File: config.mk
export PLATFORM = sky130hd
export DESIGN_NAME = rename_unit
export DESIGN_NICKNAME = d
export VERILOG_FILES = /design/src/rename_cfg_pkg.sv /design/src/rename_types_pkg.sv /design/src/free_list.sv /design/src/map_table.sv /design/src/rename_unit.sv
export SDC_FILE = /design/constraint.sdc
export NUM_CORES = 1
export LEC_CHECK = 0
export ABC_AREA = 1
export BUFFER_PORTS_ARGS = -buffer_cell sky130_fd_sc_hd__buf_4
export CORE_MARGIN = 1
export CORE_UTILIZATION = 48
export CTS_CLUSTER_DIAMETER = 100
export DETAILED_ROUTE_END_ITERATION = 7
export HOLD_SLACK_MARGIN = 0.06
export PLACE_DENSITY = 0.66
export SETUP_SLACK_MARGIN = 0.1
export SLEW_MARGIN = 40
export SYNTH_ARGS = -nofsm -noshare
export SYNTH_HDL_FRONTEND = slang
export SYNTH_SLANG_ARGS = --single-unit
File: constraint.sdc
create_clock -name clk -period 2.6 [get_ports clk]
set_clock_uncertainty 0.1 [all_clocks]
set_input_delay 0.13 -clock clk [delete_from_list [all_inputs] [get_ports clk]]
set_output_delay 0.13 -clock clk [all_outputs]
set_load 0.005 [all_outputs]
File: src/rename_cfg_pkg.sv
// register counts and index widths for the rename stage, imported by the RTL and the testbench
`default_nettype none

package rename_cfg_pkg;

    // width of an architectural register index
    // 5 bits covers the 32 integer registers
    localparam int arch_idx_w = 5;

    // width of a physical register tag
    // 6 bits covers up to 64 physical registers
    localparam int phys_idx_w = 6;

    // register counts the top level passes down by default
    localparam int num_arch_regs_default = 32;
    localparam int num_phys_regs_default = 64;

    // physical registers in flight or free
    // the free list holds num_phys_regs - num_arch_regs tags

    // architectural register 0 always reads as zero
    localparam logic [arch_idx_w-1:0] zero_reg = '0;

    // physical register 0 backs architectural register 0
    // it is never allocated and never freed
    localparam logic [phys_idx_w-1:0] zero_tag = '0;

    // after reset arch reg i maps to phys reg i
    // phys regs num_arch_regs and up start on the free list
    // so the first allocation returns tag num_arch_regs

    // widths must hold the configured counts
    // num_arch_regs <= 2**arch_idx_w
    // num_phys_regs <= 2**phys_idx_w

endpackage

`default_nettype wire

File: src/rename_types_pkg.sv
// struct types on the rename stage ports, shared by the map table, the top level and the testbench
`default_nettype none

package rename_types_pkg;

    import rename_cfg_pkg::*;

    // architectural register index
    typedef logic [arch_idx_w-1:0] arch_idx_t;

    // physical register tag
    typedef logic [phys_idx_w-1:0] phys_tag_t;

    // one map entry, physical tag plus ready bit
    typedef struct packed {
        phys_tag_t tag;
        logic      ready;
    } preg_t;

    // one instruction to rename
    typedef struct packed {
        arch_idx_t rs1;
        arch_idx_t rs2;
        arch_idx_t rd;
    } rename_req_t;

    // rename result, combinational from the request
    // new_dest is tag 0 when rd is register 0
    typedef struct packed {
        preg_t     rs1;
        preg_t     rs2;
        phys_tag_t new_dest;
        preg_t     old_dest;
    } rename_rsp_t;

    // common data bus broadcast, marks one tag ready
    typedef struct packed {
        logic      valid;
        phys_tag_t tag;
    } cdb_t;

    // retiring instruction
    // dest_tag becomes committed, old_tag goes back to the free list
    typedef struct packed {
        logic      valid;
        arch_idx_t rd;
        phys_tag_t dest_tag;
        phys_tag_t old_tag;
    } retire_t;

endpackage

`default_nettype wire

File: src/free_list.sv
// circular queue of free physical tags with speculative and committed heads, used by rename_unit
`default_nettype none

module free_list
    import rename_cfg_pkg::*;
#(
    parameter int num_arch_regs = num_arch_regs_default,
    parameter int num_phys_regs = num_phys_regs_default
) (
    input  logic                  clk,
    input  logic                  reset,
    // allocate head_tag, only when not empty
    input  logic                  pop,
    // return a tag freed by retire
    input  logic                  push,
    input  logic [phys_idx_w-1:0] push_tag,
    // rewind speculative head to committed head
    input  logic                  restore,
    output logic [phys_idx_w-1:0] head_tag,
    output logic                  empty
);

    // tags not held by the committed map
    localparam int depth = num_phys_regs - num_arch_regs;
    localparam int ptr_w = (depth > 1) ? $clog2(depth) : 1;
    localparam int count_w = $clog2(depth + 1);

    logic [phys_idx_w-1:0] tags [depth];

    // next tag to hand out
    logic [ptr_w-1:0] spec_head;
    // head as seen by retired instructions only
    logic [ptr_w-1:0] commit_head;
    // next slot for a freed tag
    logic [ptr_w-1:0] tail;
    // free tags between spec_head and tail
    logic [count_w-1:0] count;

    logic [ptr_w-1:0] commit_head_next;

    // pointer increment with wrap, depth need not be a power of two
    function automatic logic [ptr_w-1:0] advance(input logic [ptr_w-1:0] ptr);
        logic [ptr_w-1:0] next;
        if (ptr == ptr_w'(depth - 1)) begin
            next = '0;
        end else begin
            next = ptr + ptr_w'(1);
        end
        return next;
    endfunction

    // every push retires one allocation, so committed head moves with it
    assign commit_head_next = push ? advance(commit_head) : commit_head;

    // queue storage
    // reset loads the tags above the identity mapping
    always_ff @(posedge clk) begin
        if (reset) begin
            for (int i = 0; i < depth; i++) begin
                tags[i] <= phys_idx_w'(num_arch_regs + i);
            end
        end else if (push) begin
            tags[tail] <= push_tag;
        end
    end

    always_ff @(posedge clk) begin
        if (reset) begin
            spec_head <= '0;
            commit_head <= '0;
            tail <= '0;
            count <= count_w'(depth);
        end else begin
            commit_head <= commit_head_next;
            if (push) begin
                tail <= advance(tail);
            end
            if (restore) begin
                // committed map always holds num_arch_regs tags
                // so the committed free count is always depth
                spec_head <= commit_head_next;
                count <= count_w'(depth);
            end else begin
                if (pop) begin
                    spec_head <= advance(spec_head);
                end
                count <= count + count_w'(push) - count_w'(pop);
            end
        end
    end

    assign head_tag = tags[spec_head];

    // head meets tail both when full and when empty, count tells them apart
    assign empty = (spec_head == tail) && (count == '0);

endmodule

`default_nettype wire

File: src/map_table.sv
// speculative and retired register maps of the rename stage, instantiated inside rename_unit
`default_nettype none

module map_table
    import rename_cfg_pkg::*;
    import rename_types_pkg::*;
#(
    parameter int num_arch_regs = num_arch_regs_default
) (
    input  logic      clk,
    input  logic      reset,
    // source and destination indices of the instruction in rename
    input  arch_idx_t rs1_idx,
    input  arch_idx_t rs2_idx,
    input  arch_idx_t rd_idx,
    // write new_dest into rd, only on a fired rename with rd != 0
    input  logic      dest_write,
    input  phys_tag_t new_dest,
    // source lookups with CDB forwarding
    output preg_t     rs1_preg,
    output preg_t     rs2_preg,
    // mapping of rd before this rename
    output preg_t     old_dest,
    input  cdb_t      cdb,
    input  retire_t   retire,
    // mispredict recovery
    input  logic      restore
);

    // speculative map, updated at rename
    preg_t spec_map [num_arch_regs];

    // retired map, holds committed state only
    preg_t arch_map [num_arch_regs];

    // retired map including this cycle's retire
    preg_t arch_map_next [num_arch_regs];

    logic retire_write;

    // identity mapping after reset
    function automatic preg_t reset_entry(input int idx);
        preg_t entry;
        entry.tag = phys_idx_w'(idx);
        entry.ready = 1'b1;
        return entry;
    endfunction

    // lookup of one map entry as seen by the requester
    // register 0 is hardwired, a matching CDB makes the entry ready now
    function automatic preg_t read_entry(
        input arch_idx_t idx,
        input preg_t     entry,
        input cdb_t      bus
    );
        preg_t result;
        result = entry;
        if (idx == zero_reg) begin
            result.tag = zero_tag;
            result.ready = 1'b1;
        end else if (bus.valid && (bus.tag == entry.tag)) begin
            result.ready = 1'b1;
        end
        return result;
    endfunction

    // read ports
    // all see the map before this cycle's update
    assign rs1_preg = read_entry(rs1_idx, spec_map[rs1_idx], cdb);
    assign rs2_preg = read_entry(rs2_idx, spec_map[rs2_idx], cdb);
    assign old_dest = read_entry(rd_idx, spec_map[rd_idx], cdb);

    // retiring register 0 changes nothing
    assign retire_write = retire.valid && (retire.rd != zero_reg);

    // committed map after this edge
    // restore reads this so a same-cycle retire is not lost
    always_comb begin
        arch_map_next = arch_map;
        if (retire_write) begin
            arch_map_next[retire.rd].tag = retire.dest_tag;
            arch_map_next[retire.rd].ready = 1'b1;
        end
    end

    always_ff @(posedge clk) begin
        if (reset) begin
            for (int i = 0; i < num_arch_regs; i++) begin
                arch_map[i] <= reset_entry(i);
            end
        end else begin
            arch_map <= arch_map_next;
        end
    end

    // speculative map update
    always_ff @(posedge clk) begin
        if (reset) begin
            for (int i = 0; i < num_arch_regs; i++) begin
                spec_map[i] <= reset_entry(i);
            end
        end else if (restore) begin
            // throw away speculative state
            // committed values are all written back, so all ready
            for (int i = 0; i < num_arch_regs; i++) begin
                spec_map[i].tag <= arch_map_next[i].tag;
                spec_map[i].ready <= 1'b1;
            end
        end else begin
            // wake every entry holding the broadcast tag
            // entry 0 stays fixed
            for (int i = 1; i < num_arch_regs; i++) begin
                if (cdb.valid && (spec_map[i].tag == cdb.tag)) begin
                    spec_map[i].ready <= 1'b1;
                end
            end
            // rename write comes last
            // a CDB hit on the same entry loses, the new tag is not ready
            if (dest_write && (rd_idx != zero_reg)) begin
                spec_map[rd_idx].tag <= new_dest;
                spec_map[rd_idx].ready <= 1'b0;
            end
        end
    end

endmodule

`default_nettype wire

File: src/rename_unit.sv
// top level of the rename stage, joins map table and free list and owns the rename handshake
`default_nettype none

module rename_unit
    import rename_cfg_pkg::*;
    import rename_types_pkg::*;
#(
    parameter int num_arch_regs = num_arch_regs_default,
    parameter int num_phys_regs = num_phys_regs_default
) (
    input  logic        clk,
    input  logic        reset,
    // rename handshake, req held until accepted
    input  logic        req_valid,
    input  rename_req_t req,
    output logic        req_ready,
    // valid whenever req_valid is high
    output rename_rsp_t rsp,
    input  cdb_t        cdb,
    input  retire_t     retire,
    input  logic        restore
);

    // low through reset, high from the first cycle after it
    logic      running;
    logic      fire;
    // rename that takes a free tag
    logic      alloc;
    // retire that hands back a tag
    logic      free_old;
    logic      list_empty;
    phys_tag_t head_tag;

    always_ff @(posedge clk) begin
        if (reset) begin
            running <= 1'b0;
        end else begin
            running <= 1'b1;
        end
    end

    // no rename while restoring or out of tags
    assign req_ready = running && !restore && !list_empty;
    assign fire = req_valid && req_ready;

    // rd of register 0 allocates nothing
    assign alloc = fire && (req.rd != zero_reg);
    assign free_old = retire.valid && (retire.rd != zero_reg);

    map_table #(
        .num_arch_regs(num_arch_regs)
    ) map_table_inst (
        .clk       (clk),
        .reset     (reset),
        .rs1_idx   (req.rs1),
        .rs2_idx   (req.rs2),
        .rd_idx    (req.rd),
        .dest_write(alloc),
        .new_dest  (head_tag),
        .rs1_preg  (rsp.rs1),
        .rs2_preg  (rsp.rs2),
        .old_dest  (rsp.old_dest),
        .cdb       (cdb),
        .retire    (retire),
        .restore   (restore)
    );

    free_list #(
        .num_arch_regs(num_arch_regs),
        .num_phys_regs(num_phys_regs)
    ) free_list_inst (
        .clk     (clk),
        .reset   (reset),
        .pop     (alloc),
        .push    (free_old),
        .push_tag(retire.old_tag),
        .restore (restore),
        .head_tag(head_tag),
        .empty   (list_empty)
    );

    // head of the free list is the tag this rename would take
    assign rsp.new_dest = (req.rd == zero_reg) ? zero_tag : head_tag;

endmodule

`default_nettype wire

Word-level counts from Yosys, hierarchy flattened
Memory sizes are Yosys's and may differ from the RTL's. A register that Yosys moved wholly into a read port is not among the register bits.
Cells that the tools add are included.
{ "totals": {"n_memories": 2, "word_cells": 746, "output_inout_bits": 28, "ramBits": 416, "reg_bits": 246, "input_bits": 44} }
{ "classes": {"bitwise_logic": 282, "n_mux": 263, "magnitude_cmp": 2, "eq_ne": 69, "n_addsub": 5, "reduce_logical": 54} }
{ "memory_table": {"columns": ["name", "words", "width", "read_ports", "rd_clocked_by_memory_dff", "write_ports", "line_no", "rtl"], "rows": [
  ["map_table_inst.spec_map", 32, 7, 34, 0, 32, "map_table.sv:31", "preg_t spec_map [num_arch_regs];"],
  ["free_list_inst.tags", 32, 6, 1, 1, 32, "free_list.sv:28", "logic [phys_idx_w-1:0] tags [depth];"]
]} }
{ "op_table": {"columns": ["cell", "count"], "rows": [
  ["224-bit bitwise mux", 2],
  ["224-bit two-way mux", 1],
  ["6-bit two-way mux", 37],
  ["1-bit two-way mux", 208],
  ["6-bit == test", 34],
  ["5-bit == test, first input constant", 31],
  ["1-bit AND", 124],
  ["1-bit bitwise OR", 95],
  ["7-bit demux with 5-bit select", 2],
  ["1-bit inverter", 62],
  ["5-bit two-way mux", 10],
  ["1-bit logical AND", 42],
  ["5-bit by 1-bit adder with 5-bit output, second input constant", 3],
  ["5-bit == test, second input constant", 3],
  ["5-bit logical NOT", 3],
  ["7-bit two-way mux", 2],
  ["5-bit nonzero test", 2],
  ["7-bit OR reduction", 1],
  ["6-bit by 1-bit adder with 6-bit output", 1],
  ["6-bit >= comparator, second input constant", 1],
  ["6-bit logical NOT", 1],
  ["6-bit by 1-bit < comparator with 1-bit output, second input constant", 1],
  ["5-bit inverter with 6-bit output", 1],
  ["6-bit OR reduction", 1],
  ["6 further kinds", 7]
]} }

Longest topological paths before layout
{ "logic_depth": {"ltp_word": 14, "ltp_mapped": 20, "depth_no_buf": 20} }

By module
Synthesis repeated with hierarchy kept, for this count alone.
{ "hier_totals": {"cells_unflattened": 4628, "hier_area_um2": 35064.9} }
{ "modules_own_cells": {"columns": ["module", "seq_area_each_um2", "area_each_um2", "n_inst", "cells_each"], "rows": [
  ["map_table", 10249.8, 24287.0, 1, 3433],
  ["free_list", 6286.0, 10622.7, 1, 1162],
  ["rename_unit", 20.0, 155.1, 1, 33]
]} }

Worst setup path before layout
No wires, ideal clock.
{ "synth_path": {"path_type": "reg2reg", "startpoint": "register free_list_inst.count[2]", "endpoint": "register free_list_inst.count[4]", "path_buffers": 0, "path_slack_ns": 0.090, "required_ns": 2.430, "stages_incl_launch_ff": 21, "period_less_slack_ns": 2.510, "arrival_time_ns": 2.340, "setup_ns": 0.070, "path_cell_list": "dfxtp_1 inv_1 ha_1 nand2_1 nor3_1 nand4_1 nand2_1 inv_2 nand3_2 inv_1 ha_1 inv_1 ha_1 fa_1 nand2_1 inv_1 nor2_1 nor2_1 nor2_1 o21ai_0 a21oi_1"} }
{ "synth_via": {"elab_chain_cells": 7, "word_cells_on_any_way": 8, "cone_classes": "add/sub (2); reduce/logical (6)"} }
{ "synth_rtl": {"columns": ["element", "line_no", "rtl"], "rows": [
  ["from (decl)", "free_list.sv:37", "logic [count_w-1:0] count;"],
  ["from (signal assigned)", "free_list.sv:72", "count <= count_w'(depth);"],
  ["from (signal assigned)", "free_list.sv:82", "count <= count_w'(depth);"],
  ["from (signal assigned)", "free_list.sv:87", "count <= count + count_w'(push) - count_w'(pop);"],
  ["6-bit logical NOT", "free_list.sv:95", "assign empty = (spec_head == tail) && (count == '0);"],
  ["1-bit logical AND", "free_list.sv:95", null],
  ["1-bit logical NOT", "rename_unit.sv:43", "assign req_ready = running && !restore && !list_empty;"],
  ["1-bit logical AND", "rename_unit.sv:43", null],
  ["net req_ready", "rename_unit.sv:16", "output logic req_ready,"],
  ["1-bit logical AND", "rename_unit.sv:44", "assign fire = req_valid && req_ready;"],
  ["1-bit logical AND", "rename_unit.sv:47", "assign alloc = fire && (req.rd != zero_reg);"],
  ["6-bit by 1-bit subtractor with 6-bit output", "free_list.sv:87", null]
]} }
The timed path passes the listed nets, and every way through them passes these cells.
A chain may end at the register's enable or synchronous reset.

==> results.sh <==
export IMPL_run_status="finished with violations"
export IMPL_failed_checks="setup timing"
export IMPL_synthAdderAreaFrac_pct=0.660
export IMPL_drive_above_1_share_pct=20.4
export IMPL_final_setup_violations=13
export IMPL_antennaDiodeCount=0
export IMPL_ys_ff_latch=635
export IMPL_die_area_um2=74600
export IMPL_port_buffers=71
export IMPL_min_period_over_period_pct=109
export IMPL_synth_nets=4722
export IMPL_postSynthCellCount=4660
export IMPL_via_count_of_the_first_global_routing_pass=32400
export IMPL_async_flop_share_pct=0
export IMPL_crit_path_cell_trace="buf_12 -> buf_12 -> inv_16 -> buf_4 -> o21ai_1 -> o221ai_1 -> nand3_2 -> nand3_2 -> o21ai_4 -> buf_12 -> nor2_1 -> buf_4"
export IMPL_post_synth_mux_area_share_pct=0.0284
export IMPL_yosys_area_share_simple_pct=30.7
export IMPL_gp_congestion=1.04
export IMPL_die_w_um=273
export IMPL_synthDistinctLibCells=53
export IMPL_power_density_cell_area_nw_per_um2=610
export IMPL_number_of_vias_per_cell=6.09
export IMPL_worst_setup_path_start_kind="register"
export IMPL_ys_flop_type="sky130_fd_sc_hd__edfxtp_1"
export IMPL_timing_critical_path_slowest_cell_delay_ns=0.36
export IMPL_max_clock_freq_ghz=0.353
export IMPL_detail_route_wl_per_cell_um=24.3
export IMPL_wire_length_of_the_first_global_routing_pass_mm=208
export IMPL_report_final_hold_viol_count=0
export IMPL_final_setup_worst_slack_ns=-0.237
export IMPL_vdd_ir_drop_max_uv=591
export IMPL_design_power_total_mw=26.9
export IMPL_crit_path_arrival_time_ns=2.61
export IMPL_global_route_overflow_total=0
export IMPL_synth_compound_area_share_pct=12.8
export IMPL_dpl_hpwl_mm=96.4
export IMPL_synth_xor_xnor_area_share_pct=2.48
export IMPL_final_cell_count_no_fill=5953
export IMPL_unrepaired_setup_endpoints_after_global_routing="yes"
export IMPL_layout_min_cycle_time_ns=2.84
export IMPL_leakage_power_figure_nw=17.9
export IMPL_hold_ws_ns=0.121
export IMPL_synth_seq_area_share_pct=46.9
export IMPL_cts_reportedPaths_clkPinSlew_ns=0.06
export IMPL_cp_max_fo=12
export IMPL_final_report_max_slew_violation_count=0
export IMPL_top_level_ports=72
export IMPL_ant_nets=0
export IMPL_dr_total_vias=36200
export IMPL_synthesis_yosys_warnings=0
export IMPL_numCtsBuffers=71
export IMPL_numClockSinks=635
export IMPL_nFillCells=6438
export IMPL_crit_path_end_kind="output pin"
export IMPL_cts_max_level=3
export IMPL_clock_latency_on_the_worst_skew_pair_ns=0.67
export IMPL_required_ns=2.37
export IMPL_placed_cells_incl_taps=5681
export IMPL_cts_root_to_sink_buffers=3
export IMPL_wirelength_mm=145
export IMPL_tritoncts="built"
export IMPL_crit_slowest_cell="sky130_fd_sc_hd__dfxtp_4"
export IMPL_clockRootBuffer="sky130_fd_sc_hd__clkbuf_16"
export IMPL_grt_usage_pct=37.2
export IMPL_area_growth_syn_to_layout_pct=25.0
export IMPL_grt_antenna_before_repair=0
export IMPL_synth_top_family_by_area="simple AND/OR/NAND/NOR gates"
export IMPL_floorplan_rows=99
export IMPL_timing_hold_worst_class="input port to register"
export IMPL_fp_dieH_um=273
export IMPL_core_um2=72800
export IMPL_grt_max_degree=69
export IMPL_timing_worst_setup_path_type="register to output pin"
export IMPL_critPathMostFrequentCell="sky130_fd_sc_hd__buf_12"
export IMPL_layout_nets=4999
export IMPL_finish_utilization_pct=60.5
export IMPL_first_iter_violations=5442
export IMPL_preCtsSetupSlack_ns=-0.380
export IMPL_max_slew_margin_pct=37.6
export IMPL_synth_edf_count=384
export IMPL_start_util_pct=48.4
export IMPL_netlist_area_um2=35300
export IMPL_tightest_slew_ns=0.931
export IMPL_firstDrtPassIters=6
export IMPL_max_cap_violations=0
export IMPL_synth_area_per_cell_um2=7.57
export IMPL_drt_drc_violations_left=0
[metal layers]
| metal | wire [um] | vias to the layer above | track usage, % |
|---|---|---|---|
| li1 | - | 16200 | - |
| met1 | 54500 | 16900 | 49.6 |
| met2 | 63900 | 2596 | 57.3 |
| met3 | 18000 | 537 | 7.43 |
| met4 | 8240 | 0 | 19.2 |
| met5 | 0 | - | 0 |
[cells in the mapped netlist, types with 17 or more instances]
master | instances | area [um2]
sky130_fd_sc_hd__o221ai_1 | 39 | 342
sky130_fd_sc_hd__buf_1 | 27 | 101
sky130_fd_sc_hd__o22ai_1 | 46 | 288
sky130_fd_sc_hd__xnor2_1 | 66 | 578
sky130_fd_sc_hd__o21ai_1 | 35 | 175
sky130_fd_sc_hd__clkbuf_1 | 187 | 702
sky130_fd_sc_hd__o211ai_1 | 86 | 646
sky130_fd_sc_hd__nand2_1 | 1406 | 5280
sky130_fd_sc_hd__dfxtp_1 | 251 | 5020
sky130_fd_sc_hd__inv_1 | 185 | 694
sky130_fd_sc_hd__a21oi_1 | 148 | 741
sky130_fd_sc_hd__o21ai_0 | 295 | 1480
sky130_fd_sc_hd__nand3_1 | 433 | 2170
sky130_fd_sc_hd__o21bai_1 | 20 | 150
sky130_fd_sc_hd__nor2_1 | 600 | 2250
sky130_fd_sc_hd__ha_1 | 17 | 213
sky130_fd_sc_hd__xor2_1 | 34 | 298
sky130_fd_sc_hd__or2_2 | 75 | 469
sky130_fd_sc_hd__edfxtp_1 | 384 | 11500
sky130_fd_sc_hd__nand4_1 | 40 | 250
sky130_fd_sc_hd__nor3_1 | 40 | 200
sky130_fd_sc_hd__buf_2 | 81 | 405
[state kept, by name, summed over array words and instances, names as in the netlist, named ones only]
register,count
map_table_inst.spec_map,224
free_list_inst.tags,192
map_table_inst.arch_map,192
free_list_inst.count,6
free_list_inst.commit_head,5
free_list_inst.spec_head,5
free_list_inst.tail,5
running,1
[stage by stage]
| step | instance area (um2) | TNS [ns] |
|---|---|---|
| 6_report | 44100 | -1.62 |
| 5_1_grt | 44100 | -3.20 |
| 4_1_cts | 42500 | -1.20 |
| 3_5_place_dp | 38500 | -33.00 |
| 3_3_place_gp | 38500 | -32.94 |
| 2_1_floorplan | 35300 | 0 |
[final timing paths]
check | start | endpoint | slack (ns) | cells past startpoint
worst min-delay path | retire[15] | map_table_inst.arch_map[61] | 0.12 | 7
worst max register to register | free_list_inst.count[4] | free_list_inst.count[4] | -0.08 | 20
worst min register to register | map_table_inst.arch_map[222] | map_table_inst.arch_map[222] | 0.33 | 2
worst max-delay path | register | rsp[11] | -0.24 | 12
[worst max-delay path: cells and delay by family (launching register included)]
family	cells	cell delay, ns
buffers and inverters	6	0.83
AO/OA/AOI/OAI	3	0.40
AND/OR/NAND/NOR	3	0.39
flip-flops	1	0.36
[power breakdown]
| group | internal [mW] | switching [mW] |
|---|---|---|
| clock network | 6.15 | 4.45 |
| logic | 1.82 | 3.17 |
| registers | 11.0 | 0.347 |
| total | 18.9 | 7.96 |
[layout by cell type (no fill, tap or decap), types with 12 or more instances in the layout]
cell                            synthesis  routed
sky130_fd_sc_hd__nor2_2                 8      33
sky130_fd_sc_hd__dfxtp_1              251     247
sky130_fd_sc_hd__inv_1                185     169
sky130_fd_sc_hd__nand4_1               40      40
sky130_fd_sc_hd__nand3_2                1      50
sky130_fd_sc_hd__inv_2                 14      25
sky130_fd_sc_hd__xor2_1                34      34
sky130_fd_sc_hd__edfxtp_1             384     384
sky130_fd_sc_hd__buf_4                 13     382
sky130_fd_sc_hd__clkinv_1               8      18
sky130_fd_sc_hd__nor2_1               600     547
sky130_fd_sc_hd__nand2_2                4      62
sky130_fd_sc_hd__or2_2                 75      75
sky130_fd_sc_hd__a21oi_1              148     140
sky130_fd_sc_hd__buf_6                 14      36
sky130_fd_sc_hd__o21bai_1              20      20
sky130_fd_sc_hd__o221ai_2               0      21
sky130_fd_sc_hd__clkinv_2               0      14
sky130_fd_sc_hd__a211oi_1              12      12
sky130_fd_sc_hd__nor3_1                40      38
sky130_fd_sc_hd__o21ai_1               35      69
sky130_fd_sc_hd__nand2_1             1406    1340
sky130_fd_sc_hd__o221ai_1              39      18
sky130_fd_sc_hd__xnor2_1               66      66
sky130_fd_sc_hd__o21ai_2                4      44
sky130_fd_sc_hd__nor2_4                 0      28
sky130_fd_sc_hd__ha_1                  17      12
sky130_fd_sc_hd__o211ai_1              86      86
sky130_fd_sc_hd__o21ai_0              295     212
sky130_fd_sc_hd__buf_12                 0      62
sky130_fd_sc_hd__a22oi_1               13      12
sky130_fd_sc_hd__o22ai_1               46      42
sky130_fd_sc_hd__clkbuf_16              0      81
sky130_fd_sc_hd__nor4_1                14      14
sky130_fd_sc_hd__dlygate4sd3_1          0      23
sky130_fd_sc_hd__nand3_1              433     381
[logic make-up (layout without fill, tap and decap cells)]
kind of cell,Yosys count,in the layout
AO/OA/AOI/OAI,749,749
XOR/XNOR,100,100
adder cells (fa/ha/maj),18,18
buffers and inverters,531,865
flip-flops,635,635
multiplexers,1,1
AND/OR/NAND/NOR,2626,2626
[layout make-up]
class | count | area [um2] | share of cell area [%]
Sequential cell | 635 | 16600 | 37.6
Timing Repair inverter | 5 | 58.8 | 0.133
Multi-Input combinational cell | 3494 | 17800 | 40.3
Tap cell | 959 | 1200 | 2.72
Inverter | 208 | 820 | 1.86
Timing Repair Buffer | 522 | 5180 | 11.8
Clock buffer | 91 | 1970 | 4.48
Clock inverter | 39 | 500 | 1.14
[repair_timing]
item / 4_1_cts / 5_1_grt
setup endpoints to repair: 391 / 314
hold buffers: 23 / 0
gates resized for setup: 175 / 331
gates cloned: 10 / 9
pin swaps: 57 / 130
hold endpoints to repair: 250 / 0
buffers inserted: 64 / 44
No activity file was read; power rests on OpenSTA's default activity.
